<file path="src/logic/bpu_pkg.sv">
/* Branch predictor shared types
   Widths, counter encodings, prediction metadata and tagged table commands */
package bpu_pkg;

    localparam int PC_W       = 32;
    localparam int HIST_W     = 8;
    localparam int TAG_W      = 8;
    localparam int BASE_CTR_W = 2;
    localparam int TAG_CTR_W  = 3;

    typedef logic [PC_W-1:0]       pc_t;
    typedef logic [BASE_CTR_W-1:0] base_ctr_t;
    typedef logic [TAG_CTR_W-1:0]  tag_ctr_t;
    typedef logic [TAG_W-1:0]      tag_t;
    // Newest resolved outcome sits in bit 0
    typedef logic [HIST_W-1:0]     hist_t;

    // Weakly not taken
    localparam base_ctr_t BASE_CTR_INIT = 2'd1;

    // Allocation values, one step on either side of the midpoint
    localparam tag_ctr_t TAG_CTR_WEAK_T  = 3'd4;
    localparam tag_ctr_t TAG_CTR_WEAK_NT = 3'd3;

    // Returned with every prediction, handed back at resolve
    typedef struct packed {
        logic      hit;
        base_ctr_t base_ctr;
        tag_ctr_t  tag_ctr;
        hist_t     hist;
    } pred_meta_t;

    typedef struct packed {
        logic       taken;
        pred_meta_t meta;
    } pred_t;

    // Tagged table write command
    typedef enum logic [1:0] {
        TAG_NONE  = 2'd0,
        TAG_TRAIN = 2'd1,
        TAG_ALLOC = 2'd2
    } tag_op_e;

    // Clear sweep after reset, then normal operation
    typedef enum logic {
        ST_CLEAR = 1'b0,
        ST_RUN   = 1'b1
    } ctrl_state_e;

endpackage

</file>
<file path="src/logic/base_predictor.sv">
/* Bimodal base predictor
   PC-indexed table of 2-bit saturating counters, cleared by the reset sweep */
module base_predictor #(
    parameter int BASE_IDX_W = 10
) (
    input  logic                  clk,
    // Query
    input  bpu_pkg::pc_t          query_pc_i,
    output bpu_pkg::base_ctr_t    ctr_o,
    // Update
    input  logic                  upd_en_i,
    input  bpu_pkg::pc_t          upd_pc_i,
    input  logic                  upd_taken_i,
    input  bpu_pkg::base_ctr_t    upd_ctr_i,
    // Clear sweep
    input  logic                  clear_i,
    input  logic [BASE_IDX_W-1:0] clear_idx_i
);

    logic [BASE_IDX_W-1:0] query_idx;
    logic [BASE_IDX_W-1:0] upd_idx;
    bpu_pkg::base_ctr_t    ctr_step;
    logic                  wr_en;
    logic [BASE_IDX_W-1:0] wr_idx;
    bpu_pkg::base_ctr_t    wr_ctr;

    // Word index, byte offset dropped
    assign query_idx = query_pc_i[BASE_IDX_W+1:2];
    assign upd_idx   = upd_pc_i[BASE_IDX_W+1:2];

    // Step the counter seen at query time, holding at either end
    always_comb begin
        if (upd_taken_i) begin
            ctr_step = (upd_ctr_i == '1) ? upd_ctr_i : upd_ctr_i + 1'b1;
        end else begin
            ctr_step = (upd_ctr_i == '0) ? upd_ctr_i : upd_ctr_i - 1'b1;
        end
    end

    // Sweep owns the write port until it ends
    always_comb begin
        if (clear_i) begin
            wr_en  = 1'b1;
            wr_idx = clear_idx_i;
            wr_ctr = bpu_pkg::BASE_CTR_INIT;
        end else begin
            wr_en  = upd_en_i;
            wr_idx = upd_idx;
            wr_ctr = ctr_step;
        end
    end

    bpu_bram #(
        .DATA_W(bpu_pkg::BASE_CTR_W),
        .ADDR_W(BASE_IDX_W)
    ) u_table (
        .clk      (clk),
        .rd_addr_i(query_idx),
        .rd_data_o(ctr_o),
        .wr_en_i  (wr_en),
        .wr_addr_i(wr_idx),
        .wr_data_i(wr_ctr)
    );

endmodule

</file>
<file path="src/logic/bpu_bram.sv">
/* Simple dual-port block RAM
   Port A reads with one cycle of latency, port B writes */
module bpu_bram #(
    parameter int DATA_W = 8,
    parameter int ADDR_W = 8
) (
    input  logic              clk,
    input  logic [ADDR_W-1:0] rd_addr_i,
    output logic [DATA_W-1:0] rd_data_o,
    input  logic              wr_en_i,
    input  logic [ADDR_W-1:0] wr_addr_i,
    input  logic [DATA_W-1:0] wr_data_i
);

    localparam int DEPTH = 1 << ADDR_W;

    logic [DATA_W-1:0] mem [0:DEPTH-1];

    // Read-first, so a same-address write shows up one cycle later
    always_ff @(posedge clk) begin
        rd_data_o <= mem[rd_addr_i];
    end

    always_ff @(posedge clk) begin
        if (wr_en_i) begin
            mem[wr_addr_i] <= wr_data_i;
        end
    end

endmodule

</file>
<file path="config.mk">
export PLATFORM = sky130hd
export DESIGN_NAME = base_predictor
export DESIGN_NICKNAME = d
export VERILOG_FILES = /design/src/logic/bpu_pkg.sv /design/src/logic/base_predictor.sv /design/src/logic/bpu_bram.sv
export SDC_FILE = /design/constraint.sdc
export NUM_CORES = 2
export LEC_CHECK = 0
export ABC_CLOCK_PERIOD_IN_PS = 57000
export BUFFER_PORTS_ARGS = -buffer_cell sky130_fd_sc_hd__buf_2
export CAP_MARGIN = 40
export CORE_ASPECT_RATIO = 0.8
export CORE_MARGIN = 2
export CORE_UTILIZATION = 35
export DETAILED_ROUTE_END_ITERATION = 6
export PLACE_DENSITY_LB_ADDON = 0.2
export SLEW_MARGIN = 20
export SYNTH_ARGS = -nofsm -noshare
export SYNTH_HDL_FRONTEND = slang
export SYNTH_SLANG_ARGS = --single-unit
</file>
<file path="constraint.sdc">
create_clock -name clk -period 57 [get_ports clk]
set_clock_uncertainty 0.2 [all_clocks]
set_input_delay 8.55 -clock clk [delete_from_list [all_inputs] [get_ports clk]]
set_output_delay 8.55 -clock clk [all_outputs]
set_load 0.03 [all_outputs]
</file>
==> flow_metrics.py <==
metrics = {
    "run_status": {
        "status": "complete, no violations",
    },
    "timing": {
        "hold_ws_ns": 1.09,
        "max_slew.worst_pin.slew_ns": 1.09,
        "relSlewSlack_pct": 27.2,
        "fmax_mhz": 68.3,
        "period_minus_slack_ns": 14.65,
        "final_hold_viol_count": 0,
        "setup_violations": 0,
        "tns_ns": 0,
        "drv_slew": 0,
        "post-route-period-util_pct": 25.7,
        "rsz0062_at_grt": "no",
    },
    "synthesis": {
        "synth.distinct_cells": 63,
        "syn-num-nets": 4913,
        "yosysTopAreaCellShare_pct": 73.2,
        "synth_top_cell_by_area": "edfxtp_1",
        "synth_edf_count": 2048,
        "syn_inst": 4833,
        "postSynthAreaPerCell_um2": 17.4,
        "synthesis.area_mm2": 0.0840,
        "synth_common_cells": "edfxtp_1, nor2_1, mux4_2, clkbuf_1, mux2i_1",
        "yosysMostFrequentCell": "edfxtp_1",
        "ys_ff_latch": 2050,
        "ys_warn_count": 0,
        "yosys_most_used_dff": "edfxtp_1",
        "ys_async_sr_fraction_pct": 0,
        "yosysSeqAreaShare_pct": 73.3,
        "synth_area_leaders": "edfxtp_1, mux4_2, nor2_1",
    },
    "die": {
        "core_mm2": 0.238,
        "initial_core_util_pct": 35.3,
        "fp-row-count": 160,
        "dieArea_mm2": 0.244,
        "die_w_um": 552,
        "ios": 82,
        "die_h_um": 442,
    },
    "power": {
        "p_seq_share_pct": 52.2,
        "p_sw_w": 0.000700,
        "power_density_mw_per_mm2": 33.6,
        "p_leak_nw": 29.2,
        "power_frac_clock_pct": 42.4,
        "swShare_pct": 21.9,
        "ir_drop_mv": 0.0306,
        "power.internal_w": 0.00250,
        "comb_power_share_pct": 5.4,
    },
    "grt": {
        "grt_overflow_total": 0,
        "grt_pass1_vias": 45832,
        "grt_pass1_wl_mm": 345,
        "grt_usage_pct": 19.8,
        "grt_antenna_before_repair": 18,
        "grt_max_degree": 229,
    },
    "route": {
        "ant_nets": 0,
        "vias_per_cell": 5.53,
        "num_vias": 45347,
        "first_pass_iters": 5,
        "drcViolationCount": 0,
        "first_iter_violations": 5017,
        "wl_per_cell_um": 29.7,
        "wl_mm": 244,
    },
    "job": {
        "maxCapViolations": 0,
    },
    "placement": {
        "dp.cells": 7814,
        "io_buffers": 37,
        "dp_hpwl_mm": 139,
        "gp_congestion": 0.776,
    },
    "critical_path": {
        "critical_path_class": "in -> reg",
        "critPathArrivalTime_ns": 15.19,
        "setup.worst_path.start": "query_pc_i[2]",
        "required_ns": 57.54,
        "worstReg2RegStart": "u_table.mem[784][1]",
        "cp-end-kind": "flip-flop",
        "path_max_fanout": 81,
        "start_kind": "input pin",
    },
    "final_layout": {
        "nNetsFinal": 4950,
        "fill_cells": 21292,
        "area_growth_pct": 13.2,
        "instances_no_fill": 8199,
        "drive_above_1_share_pct": 19.9,
    },
    "clocking": {
        "cts_buffers": 206,
        "clk_pin_slew_ns": 0.06,
        "h-tree-depth": 4,
        "cts_tree": "yes",
        "cts-root-buf": "clkbuf_16",
        "clkSinkCount": 2050,
        "clk_path_buf_depth": 3,
        "cts_hold_buf": 0,
        "ctsResizeCount": 0,
        "clk_latency_ns": 0.84,
        "post-cts-setup-buffers": 0,
    },
    "hold_path": {
        "worstHoldStart": "u_table.mem[67][0]",
        "hold_class": "reg -> reg",
    },
}
[registers in the layout, summed over array words and instances, names as in the netlist]
register,cells
u_table.mem,2048
u_table.rd_data_o,2
[layout make-up]
cell class	count	area (µm²)	share of cell area, %
Timing Repair Buffer	220	2270	2.39
Clock inverter	120	1250	1.31
Inverter	11	43.8	0.0461
Clock buffer	256	5390	5.67
Multi-Input combinational cell	2381	20600	21.7
Sequential cell	2050	61500	64.7
Antenna cell	2	5.00	0.00527
Tap cell	3159	3950	4.16
[cell families (layout without fill, tap and decap cells)]
logic type	Yosys count	after routing	synth area share [%]
flops	2050	2050	73.3
simple gates	1321	1321	6.26
mux	683	683	14.8
buf+inv	402	607	2.52
compound gates	376	376	3.15
fa+ha+maj	1	1	0.0119
other cells	0	2	0
[worst paths after layout]
check / to / slack, ns / cells past startpoint
worst max-delay path: u_table.rd_data_o[0] / 42.35 / 17
worst min-delay path: u_table.rd_data_o[0] / 1.09 / 5
worst max register to register: u_table.rd_data_o[1] / 53.34 / 9
worst min register to register: u_table.rd_data_o[0] / 1.09 / 5
[layout by cell type (no fill, tap or decap), types with 7 or more instances in the layout]
cell type / n
mux2_2: 16
nand2_1: 88
a221oi_1: 16
clkinv_2: 29
inv_1: 9
a211oi_1: 15
mux4_2: 429
clkinv_1: 49
buf_16: 20
a22o_1: 13
o221ai_1: 87
inv_6: 9
o21ai_0: 35
mux2i_1: 226
nor2_1: 1063
o22ai_1: 60
a22oi_1: 31
mux4_1: 12
buf_2: 41
nand2_4: 21
nor3_1: 59
nor4_1: 12
clkbuf_1: 48
or2_2: 7
or3_2: 9
nand3_1: 13
a21oi_1: 78
edfxtp_1: 2048
buf_4: 130
bufinv_16: 24
clkbuf_16: 208
buf_12: 24
[power by group through the flow]
stage	clock network [W]	logic [W]	registers (W)
6_report	0.00135	0.000174	0.00167
3_3_place_gp	0	0.000170	0.00170
2_1_floorplan	0	0.0000999	0.00174
4_1_cts	0.00138	0.000175	0.00167
3_5_place_dp	0	0.000175	0.00170
5_1_grt	0.00143	0.000184	0.00167
[per-layer routing]
metal / wire (µm) / part of all wire, % / GRT usage [%] / vias to the layer above
li1: - / - / - / 19159
met1: 106000 / 44 / 28.4 / 24250
met2: 114000 / 47 / 31.0 / 1633
met3: 17200 / 7.1 / 3.83 / 305
met4: 5760 / 2.4 / 4.79 / 0
met5: 0 / 0 / 0 / -
[worst max-delay path, stage by stage]
cell and delay [ns]:
buf_8 0.42, buf_4 0.73, buf_12 0.55, buf_4 0.59, buf_4 0.74, buf_4 0.69, buf_4 0.55, mux2i_1 0.15
o221ai_1 0.28, o22ai_1 0.14, nor2_1 0.13, a211oi_1 0.10, buf_2 0.23, a2111oi_0 0.53, buf_1 0.20, nand4_1 0.11
nand4_1 0.20
[through the flow]
stage | utilization, % | area (µm²) | worst slack, ns | total power [W]
2_1_floorplan | - | 84000 | 14.78 | 0.00184
3_3_place_gp | 36.7 | 87400 | 40.92 | 0.00187
3_5_place_dp | 37.1 | 88300 | 41.34 | 0.00187
4_1_cts | 39.9 | 94900 | 42.21 | 0.00322
5_1_grt | 39.9 | 95100 | 41.80 | 0.00329
6_report | 39.9 | 95100 | 42.35 | 0.00320
No activity file was read; power rests on OpenSTA's default activity.
