### config.mk
export PLATFORM = sky130hd
export DESIGN_NAME = bpu_ctrl
export DESIGN_NICKNAME = d
export VERILOG_FILES = /design/src/logic/bpu_pkg.sv /design/src/logic/bpu_ctrl.sv
export SDC_FILE = /design/constraint.sdc
export NUM_CORES = 1
export LEC_CHECK = 0
export ABC_AREA = 1
export BUFFER_PORTS_ARGS = -buffer_cell sky130_fd_sc_hd__buf_4
export CORE_ASPECT_RATIO = 1.75
export CORE_MARGIN = 2
export CORE_UTILIZATION = 37
export CTS_CLUSTER_DIAMETER = 150
export DETAILED_ROUTE_END_ITERATION = 8
export PLACE_DENSITY = 0.79
export SKIP_LAST_GASP = 1
export SLEW_MARGIN = 20
export SYNTH_ARGS = -nofsm -noshare
export SYNTH_HDL_FRONTEND = slang
export SYNTH_SLANG_ARGS = --single-unit
### constraint.sdc
create_clock -name clk -period 1 [get_ports clk]
set_input_delay 0.1 -clock clk [delete_from_list [all_inputs] [get_ports clk]]
set_output_delay 0.1 -clock clk [all_outputs]
set_load 0.01 [all_outputs]
### src/logic/bpu_pkg.sv
/* Branch predictor shared types
   Widths, counter encodings, prediction metadata and tagged table commands */
package bpu_pkg;

    localparam int PC_W       = 32;
    localparam int HIST_W     = 8;
    localparam int TAG_W      = 8;
    localparam int BASE_CTR_W = 2;
    localparam int TAG_CTR_W  = 3;

    typedef logic [PC_W-1:0]       pc_t;
    typedef logic [BASE_CTR_W-1:0] base_ctr_t;
    typedef logic [TAG_CTR_W-1:0]  tag_ctr_t;
    typedef logic [TAG_W-1:0]      tag_t;
    // Newest resolved outcome sits in bit 0
    typedef logic [HIST_W-1:0]     hist_t;

    // Weakly not taken
    localparam base_ctr_t BASE_CTR_INIT = 2'd1;

    // Allocation values, one step on either side of the midpoint
    localparam tag_ctr_t TAG_CTR_WEAK_T  = 3'd4;
    localparam tag_ctr_t TAG_CTR_WEAK_NT = 3'd3;

    // Returned with every prediction, handed back at resolve
    typedef struct packed {
        logic      hit;
        base_ctr_t base_ctr;
        tag_ctr_t  tag_ctr;
        hist_t     hist;
    } pred_meta_t;

    typedef struct packed {
        logic       taken;
        pred_meta_t meta;
    } pred_t;

    // Tagged table write command
    typedef enum logic [1:0] {
        TAG_NONE  = 2'd0,
        TAG_TRAIN = 2'd1,
        TAG_ALLOC = 2'd2
    } tag_op_e;

    // Clear sweep after reset, then normal operation
    typedef enum logic {
        ST_CLEAR = 1'b0,
        ST_RUN   = 1'b1
    } ctrl_state_e;

endpackage

### src/logic/bpu_ctrl.sv
/* Predictor control
   Clear sweep, global history, provider choice and table update decisions */
module bpu_ctrl #(
    parameter  int BASE_IDX_W = 10,
    parameter  int TAG_IDX_W  = 8,
    localparam int CLR_W      = (BASE_IDX_W > TAG_IDX_W) ? BASE_IDX_W : TAG_IDX_W
) (
    input  logic                clk,
    input  logic                rst_n_i,
    input  logic                query_valid_i,
    input  logic                resolve_valid_i,
    input  logic                resolve_taken_i,
    input  bpu_pkg::pred_meta_t resolve_meta_i,
    // Table read data, one cycle after the query
    input  bpu_pkg::base_ctr_t  base_ctr_i,
    input  logic                tag_hit_i,
    input  bpu_pkg::tag_ctr_t   tag_ctr_i,
    // Table control
    output bpu_pkg::hist_t      hist_o,
    output logic                base_upd_en_o,
    output bpu_pkg::tag_op_e    tag_op_o,
    output logic                clear_o,
    output logic [CLR_W-1:0]    clear_idx_o,
    // Status and prediction
    output logic                ready_o,
    output logic                pred_valid_o,
    output bpu_pkg::pred_t      pred_o
);

    bpu_pkg::ctrl_state_e state_q;
    bpu_pkg::ctrl_state_e state_d;
    logic [CLR_W-1:0]     clear_idx_q;
    bpu_pkg::hist_t       hist_q;
    bpu_pkg::hist_t       query_hist_q;
    logic                 query_valid_q;
    logic                 run;
    logic                 resolve_en;
    logic                 resolve_pred;

    assign run        = (state_q == bpu_pkg::ST_RUN);
    assign resolve_en = resolve_valid_i && run;

    // Sweep ends after the last index is written
    always_comb begin
        state_d = state_q;
        case (state_q)
            bpu_pkg::ST_CLEAR: begin
                if (clear_idx_q == '1) begin
                    state_d = bpu_pkg::ST_RUN;
                end
            end
            bpu_pkg::ST_RUN: begin
                state_d = bpu_pkg::ST_RUN;
            end
            default: begin
                state_d = bpu_pkg::ST_CLEAR;
            end
        endcase
    end

    always_ff @(posedge clk) begin
        if (!rst_n_i) begin
            state_q       <= bpu_pkg::ST_CLEAR;
            clear_idx_q   <= '0;
            hist_q        <= '0;
            query_valid_q <= 1'b0;
        end else begin
            state_q       <= state_d;
            query_valid_q <= query_valid_i && run;
            if (!run) begin
                clear_idx_q <= clear_idx_q + 1'b1;
            end
            // History moves only on resolved outcomes
            if (resolve_en) begin
                hist_q <= {hist_q[bpu_pkg::HIST_W-2:0], resolve_taken_i};
            end
        end
    end

    // Snapshot of the history the tables were indexed with
    always_ff @(posedge clk) begin
        query_hist_q <= hist_q;
    end

    assign hist_o      = hist_q;
    assign clear_o     = !run;
    assign clear_idx_o = clear_idx_q;
    assign ready_o     = run;

    // Tagged entry provides on a hit, base table otherwise
    always_comb begin
        pred_o.taken         = tag_hit_i ? tag_ctr_i[bpu_pkg::TAG_CTR_W-1]
                                         : base_ctr_i[bpu_pkg::BASE_CTR_W-1];
        pred_o.meta.hit      = tag_hit_i;
        pred_o.meta.base_ctr = base_ctr_i;
        pred_o.meta.tag_ctr  = tag_ctr_i;
        pred_o.meta.hist     = query_hist_q;
    end

    assign pred_valid_o = query_valid_q;

    // Direction that was predicted, rebuilt from the returned metadata
    assign resolve_pred = resolve_meta_i.hit ? resolve_meta_i.tag_ctr[bpu_pkg::TAG_CTR_W-1]
                                             : resolve_meta_i.base_ctr[bpu_pkg::BASE_CTR_W-1];

    assign base_upd_en_o = resolve_en;

    always_comb begin
        tag_op_o = bpu_pkg::TAG_NONE;
        if (resolve_en) begin
            if (resolve_meta_i.hit) begin
                tag_op_o = bpu_pkg::TAG_TRAIN;
            end else if (resolve_pred != resolve_taken_i) begin
                // Mispredicted by the base table alone
                tag_op_o = bpu_pkg::TAG_ALLOC;
            end
        end
    end

endmodule

==> run_results.csv <==
group,metric,value,unit
drt,detail-route-antenna-nets,0,
yosys,yosysTopAreaCell,"dfxtp_1",
pwr,p_per_area,1221,nW/um^2
setup_path,start_kind,"register",
drt,wl,3054,um
clock_tree,clock_latency,0.28,ns
drt,remaining_drc_errors,0,
setup_path,r2r-start,"clear_idx_o[1]",
setup_path,required,0.90,ns
pwr,power_switching,467.0,uW
timing,setup_viol,25,
place,pre_cts_ws,-0.1439,ns
setup_path,critPathKind,"reg -> out",
setup_path,path_cells,"nand2_8 > inv_6 > nand3_2 > inv_2 > buf_6",
place,io_buffer_count,45,
timing,period_share,117.3,%
yosys,synthesis.area,1049,sq um
pwr,power_frac_seq,53.2,%
global_route,overflow,0,
pwr,vdd_drop_max,0.0008964,V
yosys,ys_types,19,
drt,drtIter0Drc,11,
setup_path,path_max_fanout,4,
timing,fmax,0.8523,GHz
floorplan,fp.dieH,74.42,um
pwr,p_comb_share,9.5,%
yosys,synth_area_leaders,"dfxtp_1 53%, nor2_1 10%, o21ai_0 6.7%",
setup_path,startpoint,"ready_o",
setup_path,endpoint_kind,"primary output",
yosys,yosysWarnings,0,
finish,diodes,0,
timing,timing.slew.headroom,84.63,%
timing,finalMaxSlewViolations,0,
drt,num_vias,1100,
clock_tree,ctsRootBufferMaster,"clkbuf_8",
min_path,min_from,"query_valid_i",
floorplan,row_count,25,
run,cap_violations,0,
finish,nets,220,
global_route,grt_pass1_wl,4816,um
finish,mostFrequentLayoutCell,"buf_4",
min_path,hold_path.class,"in -> reg",
yosys,syn-num-nets,156,
clock_tree,cts_buffers,3,
yosys,syn_inst,130,
outcome,status,"complete, but fails checks",
global_route,grt_usage,19.59,%
floorplan,pin_count,64,
finish,drive_above_1_share,52.85,%
timing,layout_min_cycle_time,1.173,ns
floorplan,initial_utilization,38.98,%
timing,rsz0062_at_grt,"true",
clock_tree,cts.clk_slew.worst_paths,0.10,ns
yosys,syn_area_per_cell,8.065,sq um
clock_tree,clk_path_buf_depth,2,
drt,routedWlPerCell,13.88,um
timing,hold_viol,0,
place,dp_hpwl,1966,um
finish,area_delta_synth_final,66.95,%
place,place_area,1496,sq um
clock_tree,htreeDepth,1,
global_route,grt_pass1_vias,1161,
clock_tree,cts_tree,"done",
floorplan,die-area,3292,sq um
floorplan,core-area,2690,sq um
pwr,power.leakage,0.8293,nW
yosys,ys_seq_area_share,53.46,%
setup_path,max_stage_delay,0.43,ns
yosys,ys_ff_latch,28,
global_route,grt_max_degree,17,
yosys,yosysTopAreaCellShare,53.46,%
timing,fin_ws,-0.1734,ns
global_route,antenna_found_initial,0,
finish,final_cell_mix,"57 x buf_4, 25 x nor2_1, 23 x dfxtp_1",
drt,avgViaCountPerCell,5.000,
place,gp_congestion,0.6944,
pwr,power.share.clock,37.3,%
timing,clock_skew,0.002099,ns
floorplan,die_w,44.24,um
clock_tree,cts_sinks,28,
pwr,p_sw_share,21.85,%
setup_path,slowest_stage,"dfxtp_4",
timing,max_slew.worst_pin.slew,0.2305,ns
drt,dr.pass1.iters,4,
finish,design_area,1750,sq um
setup_path,crit_arrival,1.07,ns
pwr,intPower,1.670,mW
outcome,violations,"negative setup slack",
finish,num-fill-cells,214,
[sequential cells by signal, summed over array words and instances, names as in the netlist]
register,count
ready_o,1
clear_idx_o,10
query_hist_q,8
pred_valid_o,1
hist_o,8
[path summary, 6_finish.rpt]
path | cells past startpoint | to | slack [ns]
worst max-delay path | 5 | tag_op_o[1] | -0.17
worst min-delay path | 3 | pred_valid_o | 0.05
worst max register to register | 6 | clear_idx_o[4] | -0.16
worst min register to register | 0 | query_hist_q[7] | 0.38
[stage by stage]
step	hold WS (ns)	utilization [%]	total power, mW	instances	setup TNS (ns)
final	0.05369	65.07	2.137	220	-1.876
after global placement	0.2001	55.63	1.314	208	-0.3719
after CTS	0.05508	62.51	2.109	217	-1.189
after global routing	0.06407	65.07	2.193	220	-3.099
after detailed placement	0.2001	55.63	1.325	208	-0.6005
after floorplan	0.2227	-	1.245	130	-0.2480
[worst max-delay path: cells and delay by family, from the launching register on]
kind,cells,cell delay (ns)
flip-flops,1,0.43
AND/OR/NAND/NOR,2,0.15
buffers and inverters,3,0.22
[synth_stat cells, drive strengths merged]
cell	n
a21oi	5
nor2	31
dfxtp	28
o21bai	1
buf	6
inv	15
nand2	17
mux2	1
ha	1
clkbuf	1
nand4	3
nand3	4
xor2	2
o21ai	15
[logic make-up (layout without fill, tap and decap cells)]
logic type | count (synthesis) | after routing | synth area share [%]
mux | 1 | 1 | 1.074
compound gates | 21 | 21 | 10.26
flops | 28 | 28 | 53.46
simple gates | 55 | 55 | 22.08
fa+ha+maj | 1 | 1 | 1.193
xor+xnor | 2 | 2 | 1.671
buf+inv | 22 | 85 | 10.26
[repair_timing]
action | 4_1_cts | 5_1_grt
endpoints found under the setup margin | 19 | 27
pin swaps | 9 | 6
gates resized for setup | 26 | 19
hold buffers | 0 | 0
setup buffers | 7 | 3
[power by group through the flow]
stage | Clock, mW | Combinational [mW] | Sequential (mW)
floorplan | 0 | 0.0735 | 1.17
global placement | 0 | 0.150 | 1.16
detailed placement | 0 | 0.159 | 1.17
CTS | 0.796 | 0.175 | 1.14
global route | 0.838 | 0.217 | 1.14
finish | 0.798 | 0.203 | 1.14
[metal layers]
metal  track usage [%]  vias up  share of wire (%)
met1             18.76      501                 34
met3             3.155       12                8.0
li1                  -      529                  -
met4             11.45        0                3.6
met2             37.42       58                 54
met5                 0        -                  0
[cell type report]
class / instances / area (sq um) / share of cell area (%)
flip-flops and latches: 28 / 576.8 / 32.95
repair buffers: 66 / 529.3 / 30.24
multi-input cells: 80 / 480.5 / 27.45
clock buffers: 4 / 66.31 / 3.788
inverters: 15 / 63.81 / 3.645
well taps: 27 / 33.78 / 1.930
Power figures use the tool's default switching activity.
