`config.mk`:
```
export PLATFORM = sky130hd
export DESIGN_NAME = tagged_predictor
export DESIGN_NICKNAME = d
export VERILOG_FILES = /design/src/logic/bpu_pkg.sv /design/src/logic/bpu_bram.sv /design/src/logic/tagged_predictor.sv
export SDC_FILE = /design/constraint.sdc
export NUM_CORES = 2
export LEC_CHECK = 0
export BUFFER_PORTS_ARGS = -buffer_cell sky130_fd_sc_hd__buf_2
export CORE_MARGIN = 3
export CORE_UTILIZATION = 30
export CTS_BUF_LIST = sky130_fd_sc_hd__clkbuf_4 sky130_fd_sc_hd__clkbuf_8
export CTS_CLUSTER_DIAMETER = 80
export DETAILED_ROUTE_END_ITERATION = 6
export SYNTH_ARGS = -nofsm -noshare
export SYNTH_HDL_FRONTEND = slang
export SYNTH_SLANG_ARGS = --single-unit
```
`constraint.sdc`:
```
create_clock -name clk -period 26.7 [get_ports clk]
set_clock_uncertainty 0.1 [all_clocks]
set_input_delay 5.34 -clock clk [delete_from_list [all_inputs] [get_ports clk]]
set_output_delay 5.34 -clock clk [all_outputs]
set_load 0.005 [all_outputs]
```
`src/logic/bpu_pkg.sv`:
```
/* Branch predictor shared types
   Widths, counter encodings, prediction metadata and tagged table commands */
package bpu_pkg;

    localparam int PC_W       = 32;
    localparam int HIST_W     = 8;
    localparam int TAG_W      = 8;
    localparam int BASE_CTR_W = 2;
    localparam int TAG_CTR_W  = 3;

    typedef logic [PC_W-1:0]       pc_t;
    typedef logic [BASE_CTR_W-1:0] base_ctr_t;
    typedef logic [TAG_CTR_W-1:0]  tag_ctr_t;
    typedef logic [TAG_W-1:0]      tag_t;
    // Newest resolved outcome sits in bit 0
    typedef logic [HIST_W-1:0]     hist_t;

    // Weakly not taken
    localparam base_ctr_t BASE_CTR_INIT = 2'd1;

    // Allocation values, one step on either side of the midpoint
    localparam tag_ctr_t TAG_CTR_WEAK_T  = 3'd4;
    localparam tag_ctr_t TAG_CTR_WEAK_NT = 3'd3;

    // Returned with every prediction, handed back at resolve
    typedef struct packed {
        logic      hit;
        base_ctr_t base_ctr;
        tag_ctr_t  tag_ctr;
        hist_t     hist;
    } pred_meta_t;

    typedef struct packed {
        logic       taken;
        pred_meta_t meta;
    } pred_t;

    // Tagged table write command
    typedef enum logic [1:0] {
        TAG_NONE  = 2'd0,
        TAG_TRAIN = 2'd1,
        TAG_ALLOC = 2'd2
    } tag_op_e;

    // Clear sweep after reset, then normal operation
    typedef enum logic {
        ST_CLEAR = 1'b0,
        ST_RUN   = 1'b1
    } ctrl_state_e;

endpackage

```
`src/logic/bpu_bram.sv`:
```
/* Simple dual-port block RAM
   Port A reads with one cycle of latency, port B writes */
module bpu_bram #(
    parameter int DATA_W = 8,
    parameter int ADDR_W = 8
) (
    input  logic              clk,
    input  logic [ADDR_W-1:0] rd_addr_i,
    output logic [DATA_W-1:0] rd_data_o,
    input  logic              wr_en_i,
    input  logic [ADDR_W-1:0] wr_addr_i,
    input  logic [DATA_W-1:0] wr_data_i
);

    localparam int DEPTH = 1 << ADDR_W;

    logic [DATA_W-1:0] mem [0:DEPTH-1];

    // Read-first, so a same-address write shows up one cycle later
    always_ff @(posedge clk) begin
        rd_data_o <= mem[rd_addr_i];
    end

    always_ff @(posedge clk) begin
        if (wr_en_i) begin
            mem[wr_addr_i] <= wr_data_i;
        end
    end

endmodule

```
`src/logic/tagged_predictor.sv`:
```
/* Tagged predictor component
   History-hashed table of tagged 3-bit counters with training and allocation */
module tagged_predictor #(
    parameter int TAG_IDX_W = 8
) (
    input  logic                 clk,
    // Query
    input  bpu_pkg::pc_t         query_pc_i,
    input  bpu_pkg::hist_t       query_hist_i,
    output logic                 hit_o,
    output bpu_pkg::tag_ctr_t    ctr_o,
    // Update
    input  bpu_pkg::tag_op_e     upd_op_i,
    input  bpu_pkg::pc_t         upd_pc_i,
    input  bpu_pkg::hist_t       upd_hist_i,
    input  logic                 upd_taken_i,
    input  bpu_pkg::tag_ctr_t    upd_ctr_i,
    // Clear sweep
    input  logic                 clear_i,
    input  logic [TAG_IDX_W-1:0] clear_idx_i
);

    // History copies needed to cover the index field
    localparam int HREP = (TAG_IDX_W + bpu_pkg::HIST_W - 1) / bpu_pkg::HIST_W;

    typedef struct packed {
        logic              valid;
        bpu_pkg::tag_t     tag;
        bpu_pkg::tag_ctr_t ctr;
    } entry_t;

    logic [TAG_IDX_W-1:0] query_idx;
    bpu_pkg::tag_t        query_tag;
    bpu_pkg::tag_t        query_tag_q;
    entry_t               rd_entry;
    logic [TAG_IDX_W-1:0] upd_idx;
    bpu_pkg::tag_t        upd_tag;
    bpu_pkg::tag_ctr_t    ctr_step;
    logic                 wr_en;
    logic [TAG_IDX_W-1:0] wr_idx;
    entry_t               wr_entry;

    function automatic logic [TAG_IDX_W-1:0] hash_idx(
        input bpu_pkg::pc_t   pc,
        input bpu_pkg::hist_t hist
    );
        logic [HREP*bpu_pkg::HIST_W-1:0] hist_rep;
        hist_rep = {HREP{hist}};
        return pc[TAG_IDX_W+1:2] ^ hist_rep[TAG_IDX_W-1:0];
    endfunction

    // Tag taken from the PC bits just above the index field
    function automatic bpu_pkg::tag_t hash_tag(
        input bpu_pkg::pc_t   pc,
        input bpu_pkg::hist_t hist
    );
        return pc[TAG_IDX_W+2 +: bpu_pkg::TAG_W] ^ hist;
    endfunction

    assign query_idx = hash_idx(query_pc_i, query_hist_i);
    assign query_tag = hash_tag(query_pc_i, query_hist_i);
    assign upd_idx   = hash_idx(upd_pc_i, upd_hist_i);
    assign upd_tag   = hash_tag(upd_pc_i, upd_hist_i);

    // Tag lines up with the entry leaving the RAM
    always_ff @(posedge clk) begin
        query_tag_q <= query_tag;
    end

    assign hit_o = rd_entry.valid && (rd_entry.tag == query_tag_q);
    assign ctr_o = rd_entry.ctr;

    always_comb begin
        if (upd_taken_i) begin
            ctr_step = (upd_ctr_i == '1) ? upd_ctr_i : upd_ctr_i + 1'b1;
        end else begin
            ctr_step = (upd_ctr_i == '0) ? upd_ctr_i : upd_ctr_i - 1'b1;
        end
    end

    always_comb begin
        wr_en          = 1'b0;
        wr_idx         = upd_idx;
        wr_entry.valid = 1'b1;
        wr_entry.tag   = upd_tag;
        wr_entry.ctr   = ctr_step;
        if (clear_i) begin
            wr_en    = 1'b1;
            wr_idx   = clear_idx_i;
            wr_entry = '0;
        end else if (upd_op_i == bpu_pkg::TAG_TRAIN) begin
            wr_en = 1'b1;
        end else if (upd_op_i == bpu_pkg::TAG_ALLOC) begin
            wr_en        = 1'b1;
            wr_entry.ctr = upd_taken_i ? bpu_pkg::TAG_CTR_WEAK_T : bpu_pkg::TAG_CTR_WEAK_NT;
        end
    end

    bpu_bram #(
        .DATA_W($bits(entry_t)),
        .ADDR_W(TAG_IDX_W)
    ) u_table (
        .clk      (clk),
        .rd_addr_i(query_idx),
        .rd_data_o(rd_entry),
        .wr_en_i  (wr_en),
        .wr_addr_i(wr_idx),
        .wr_data_i(wr_entry)
    );

endmodule

```
==> impl_metrics.json <==
{
  "gr-usage-all-layers_pct": 14.50,
  "die_area_um2": 403400,
  "drc": 0,
  "ys_seq_area_share_pct": 78.02,
  "dominantRegCellSynth": "edfxtp_1",
  "netSwitchingPower_mw": 2.408,
  "critPathSlowestCell": "xnor2_4",
  "setup_tns_ns": 0,
  "synthMostInstantiatedCell": "edfxtp_1",
  "fp.dieH_um": 635.2,
  "p_per_area_nw_per_um2": 74.16,
  "synth_compound_area_share_pct": 5.111,
  "synth_cells": 6227,
  "syn_nets": 6328,
  "synth_commonest_cells": "edfxtp_1, mux2i_1, o22ai_1",
  "critical_path_arrival_ns": 12.38,
  "die_width_um": 635.2,
  "viasPerCell": 5.005,
  "seqPwrFrac_pct": 54.3,
  "clk_pin_slew_ns": 0.07,
  "grt_pass1_wl_mm": 433.0,
  "grt_pass1_vias": 60730,
  "dpl_cell_area_um2": 126100,
  "synth_edf_count": 3072,
  "crit_path_frequent_cell": "buf_4",
  "worstPathMaxFanout": 125,
  "synthXorXnorAreaFrac_pct": 0.3709,
  "detail-route-antenna-nets": 0,
  "clk_latency_ns": 1.02,
  "io_pins": 100,
  "period_share_pct": 43.51,
  "cts_setup_buffers": 0,
  "fin_hold_ws_ns": 0.8431,
  "synth_top_area_share_pct": 77.68,
  "fmax_ghz": 0.08608,
  "dpl.cell_count": 11370,
  "cpLargestDelayFamily": "buffers and inverters",
  "highest_layer": "met5",
  "met1_length_mm": 126.3,
  "synth_cell_type_count": 35,
  "max_slew_margin_pct": 7.813,
  "cts_inserted_buffers": 471,
  "drv_cap": 0,
  "vias": 61200,
  "place.gp.congestion": 0.8076,
  "io_buffers": 67,
  "path_cells": "buf_2, xnor2_4, buf_4, buf_4, buf_4, buf_4, buf_12, mux2i_1, o22ai_1, o41ai_1, nand3_1, nor3_1, nor3_1",
  "crit_buf_inv": 6,
  "hold_buffers": 0,
  "max_stage_delay_ns": 0.94,
  "cts.sinks": 3092,
  "syn_area_um2": 118800,
  "cts_root_buffer": "clkbuf_8",
  "synth_top_family_by_area": "multiplexers",
  "first_pass_iters": 6,
  "drt_iter0_markers": 6370,
  "finalNonFillerCells": 12230,
  "clk_path_buf_depth": 4,
  "post_drt_wl_per_cell_um": 24.90,
  "cts_resized": 0,
  "core_area_um2": 393400,
  "yosys.area_share.simple_pct": 1.629,
  "grt-ovfl-total": 0,
  "synth_fa_ha_area_share_pct": 0.05268,
  "min_path_type": "reg -> reg",
  "num_rows": 230,
  "hold_violations": 0,
  "layout_min_cycle_time_ns": 11.62,
  "slew_viol_final": 0,
  "drive_above_1_share_pct": 17.97,
  "synth_mux_area_share_pct": 13.36,
  "p_int_mw": 7.601,
  "wl_met2_mm": 147.0,
  "initial_core_util_pct": 30.19,
  "post-dp-hpwl_mm": 175.8,
  "required_ns": 27.47,
  "synth_top_area_cell": "edfxtp_1",
  "synth_area_leaders": "edfxtp_1, mux2i_1, mux4_2, o22ai_1, o41ai_1",
  "cts_max_level": 5,
  "area_growth_syn_to_layout_pct": 13.65,
  "cts_tree": "yes",
  "wl_met3_mm": 21.66,
  "finalNetCount": 6721,
  "status": "finished, final reports clean",
  "synth_seq_cells": 3092,
  "routed_wl_mm": 304.5,
  "yosys_warnings": 0,
  "antenna_found_initial": 11,
  "cp-start-kind": "input pin",
  "tightest_slew_ns": 1.365,
  "combPwrFrac_pct": 8.8,
  "crit_type": "in -> reg",
  "design_area_um2": 135000,
  "p_leak_nw": 41.26,
  "synthArstFlopShare_pct": 0,
  "final-setup-viol-count": 0,
  "pwr-share-clk_pct": 37.0,
  "swShare_pct": 24.06,
  "syn_avg_cell_area_um2": 19.07,
  "grt_max_degree": 201,
  "endpoint_kind": "flop",
  "rsz0062_at_grt": "false",
  "ir_drop_mv": 0.04687
}
-- power by group through the flow --
stage	Sequential, mW	Clock (mW)	Combinational [mW]
after global routing	5.43	4.00	0.916
after global placement	5.53	0	0.865
final	5.43	3.70	0.876
after detailed placement	5.53	0	0.879
after floorplan	5.57	0	0.520
after CTS	5.43	3.78	0.880
-- registers in the layout, indices dropped and copies added (netlist names) --
name / count
query_tag_q: 8
u_table.mem: 3072
u_table.rd_data_o: 12
-- tightest hold or removal path: cells and delay by family, from the launching register on --
family	cells	cell delay, ns
mux	1	0.06
compound gates	2	0.23
flops	1	0.32
simple gates	3	0.28
-- stage by stage --
stage | worst slack (ns) | power (mW) | utilization, %
6_report | 15.08 | 10.01 | 34.31
5_1_grt | 14.78 | 10.34 | 34.31
4_1_cts | 15.21 | 10.09 | 34.30
3_5_place_dp | 14.09 | 6.410 | 32.05
3_3_place_gp | 14.22 | 6.395 | 32.05
2_1_floorplan | 7.622 | 6.086 | -
-- final timing paths --
path / from / endpoint / slack, ns / depth (start not counted)
setup / recovery: query_hist_i[0] / u_table.rd_data_o[1] / 15.08 / 13
hold / removal: u_table.mem[231][9] / u_table.rd_data_o[9] / 0.84 / 6
setup reg to reg: u_table.mem[132][5] / u_table.rd_data_o[5] / 23.15 / 6
hold reg to reg: u_table.mem[231][9] / u_table.rd_data_o[9] / 0.84 / 6
-- cell families (layout without fill, tap and decap cells) --
family | Yosys count | after routing
buf+inv | 381 | 1156
fa+ha+maj | 5 | 5
xor+xnor | 46 | 46
mux | 1345 | 1345
compound gates | 903 | 903
other cells | 0 | 6
flops | 3092 | 3092
simple gates | 455 | 455
-- final cells by class --
| type | instances | area [um^2] |
|---|---|---|
| antenna | 6 | 15.01 |
| clock buffer | 630 | 7714 |
| clock inverter | 225 | 1151 |
| fill | 36680 | 258400 |
| inverter | 8 | 37.54 |
| multi-input combinational | 2754 | 24720 |
| sequential | 3092 | 92650 |
| tap | 5220 | 6531 |
| timing repair buffer | 293 | 2148 |
-- metal layers --
layer,vias to the layer above,track usage [%]
met5,-,0
met4,4,4.842
met3,559,2.496
met2,2450,23.84
met1,31710,19.41
li1,26480,-
-- cells in the final DEF (no fill, tap or decap), types with 2 or more instances in the layout --
master         n
buf_4        216
o21a_1         6
o22ai_1      588
and3_1         2
a22oi_1       96
ha_1           5
o41ai_1      141
a221oi_4       2
xor2_2         2
edfxtp_1    3072
mux2i_1     1153
xnor2_1       27
inv_8          8
buf_2         67
nor2_2         9
nand3_4        8
clkbuf_4     153
clkinvlp_4     6
o41ai_2        3
xor2_1        14
clkinv_1     139
nand2_1       48
inv_1          7
and2_1         2
nand3_2       14
nand3_1       27
bufinv_16      5
buf_12         9
nor2_1       267
clkbuf_8     477
nand4_1       25
clkinv_2      64
mux4_2       192
nor3_1        36
a21oi_1       53
dfxtp_1       20
nor2_4        14
inv_6          4
diode_2        6
o21ai_0       11
Note: power is estimated with default switching activity, not from simulation.
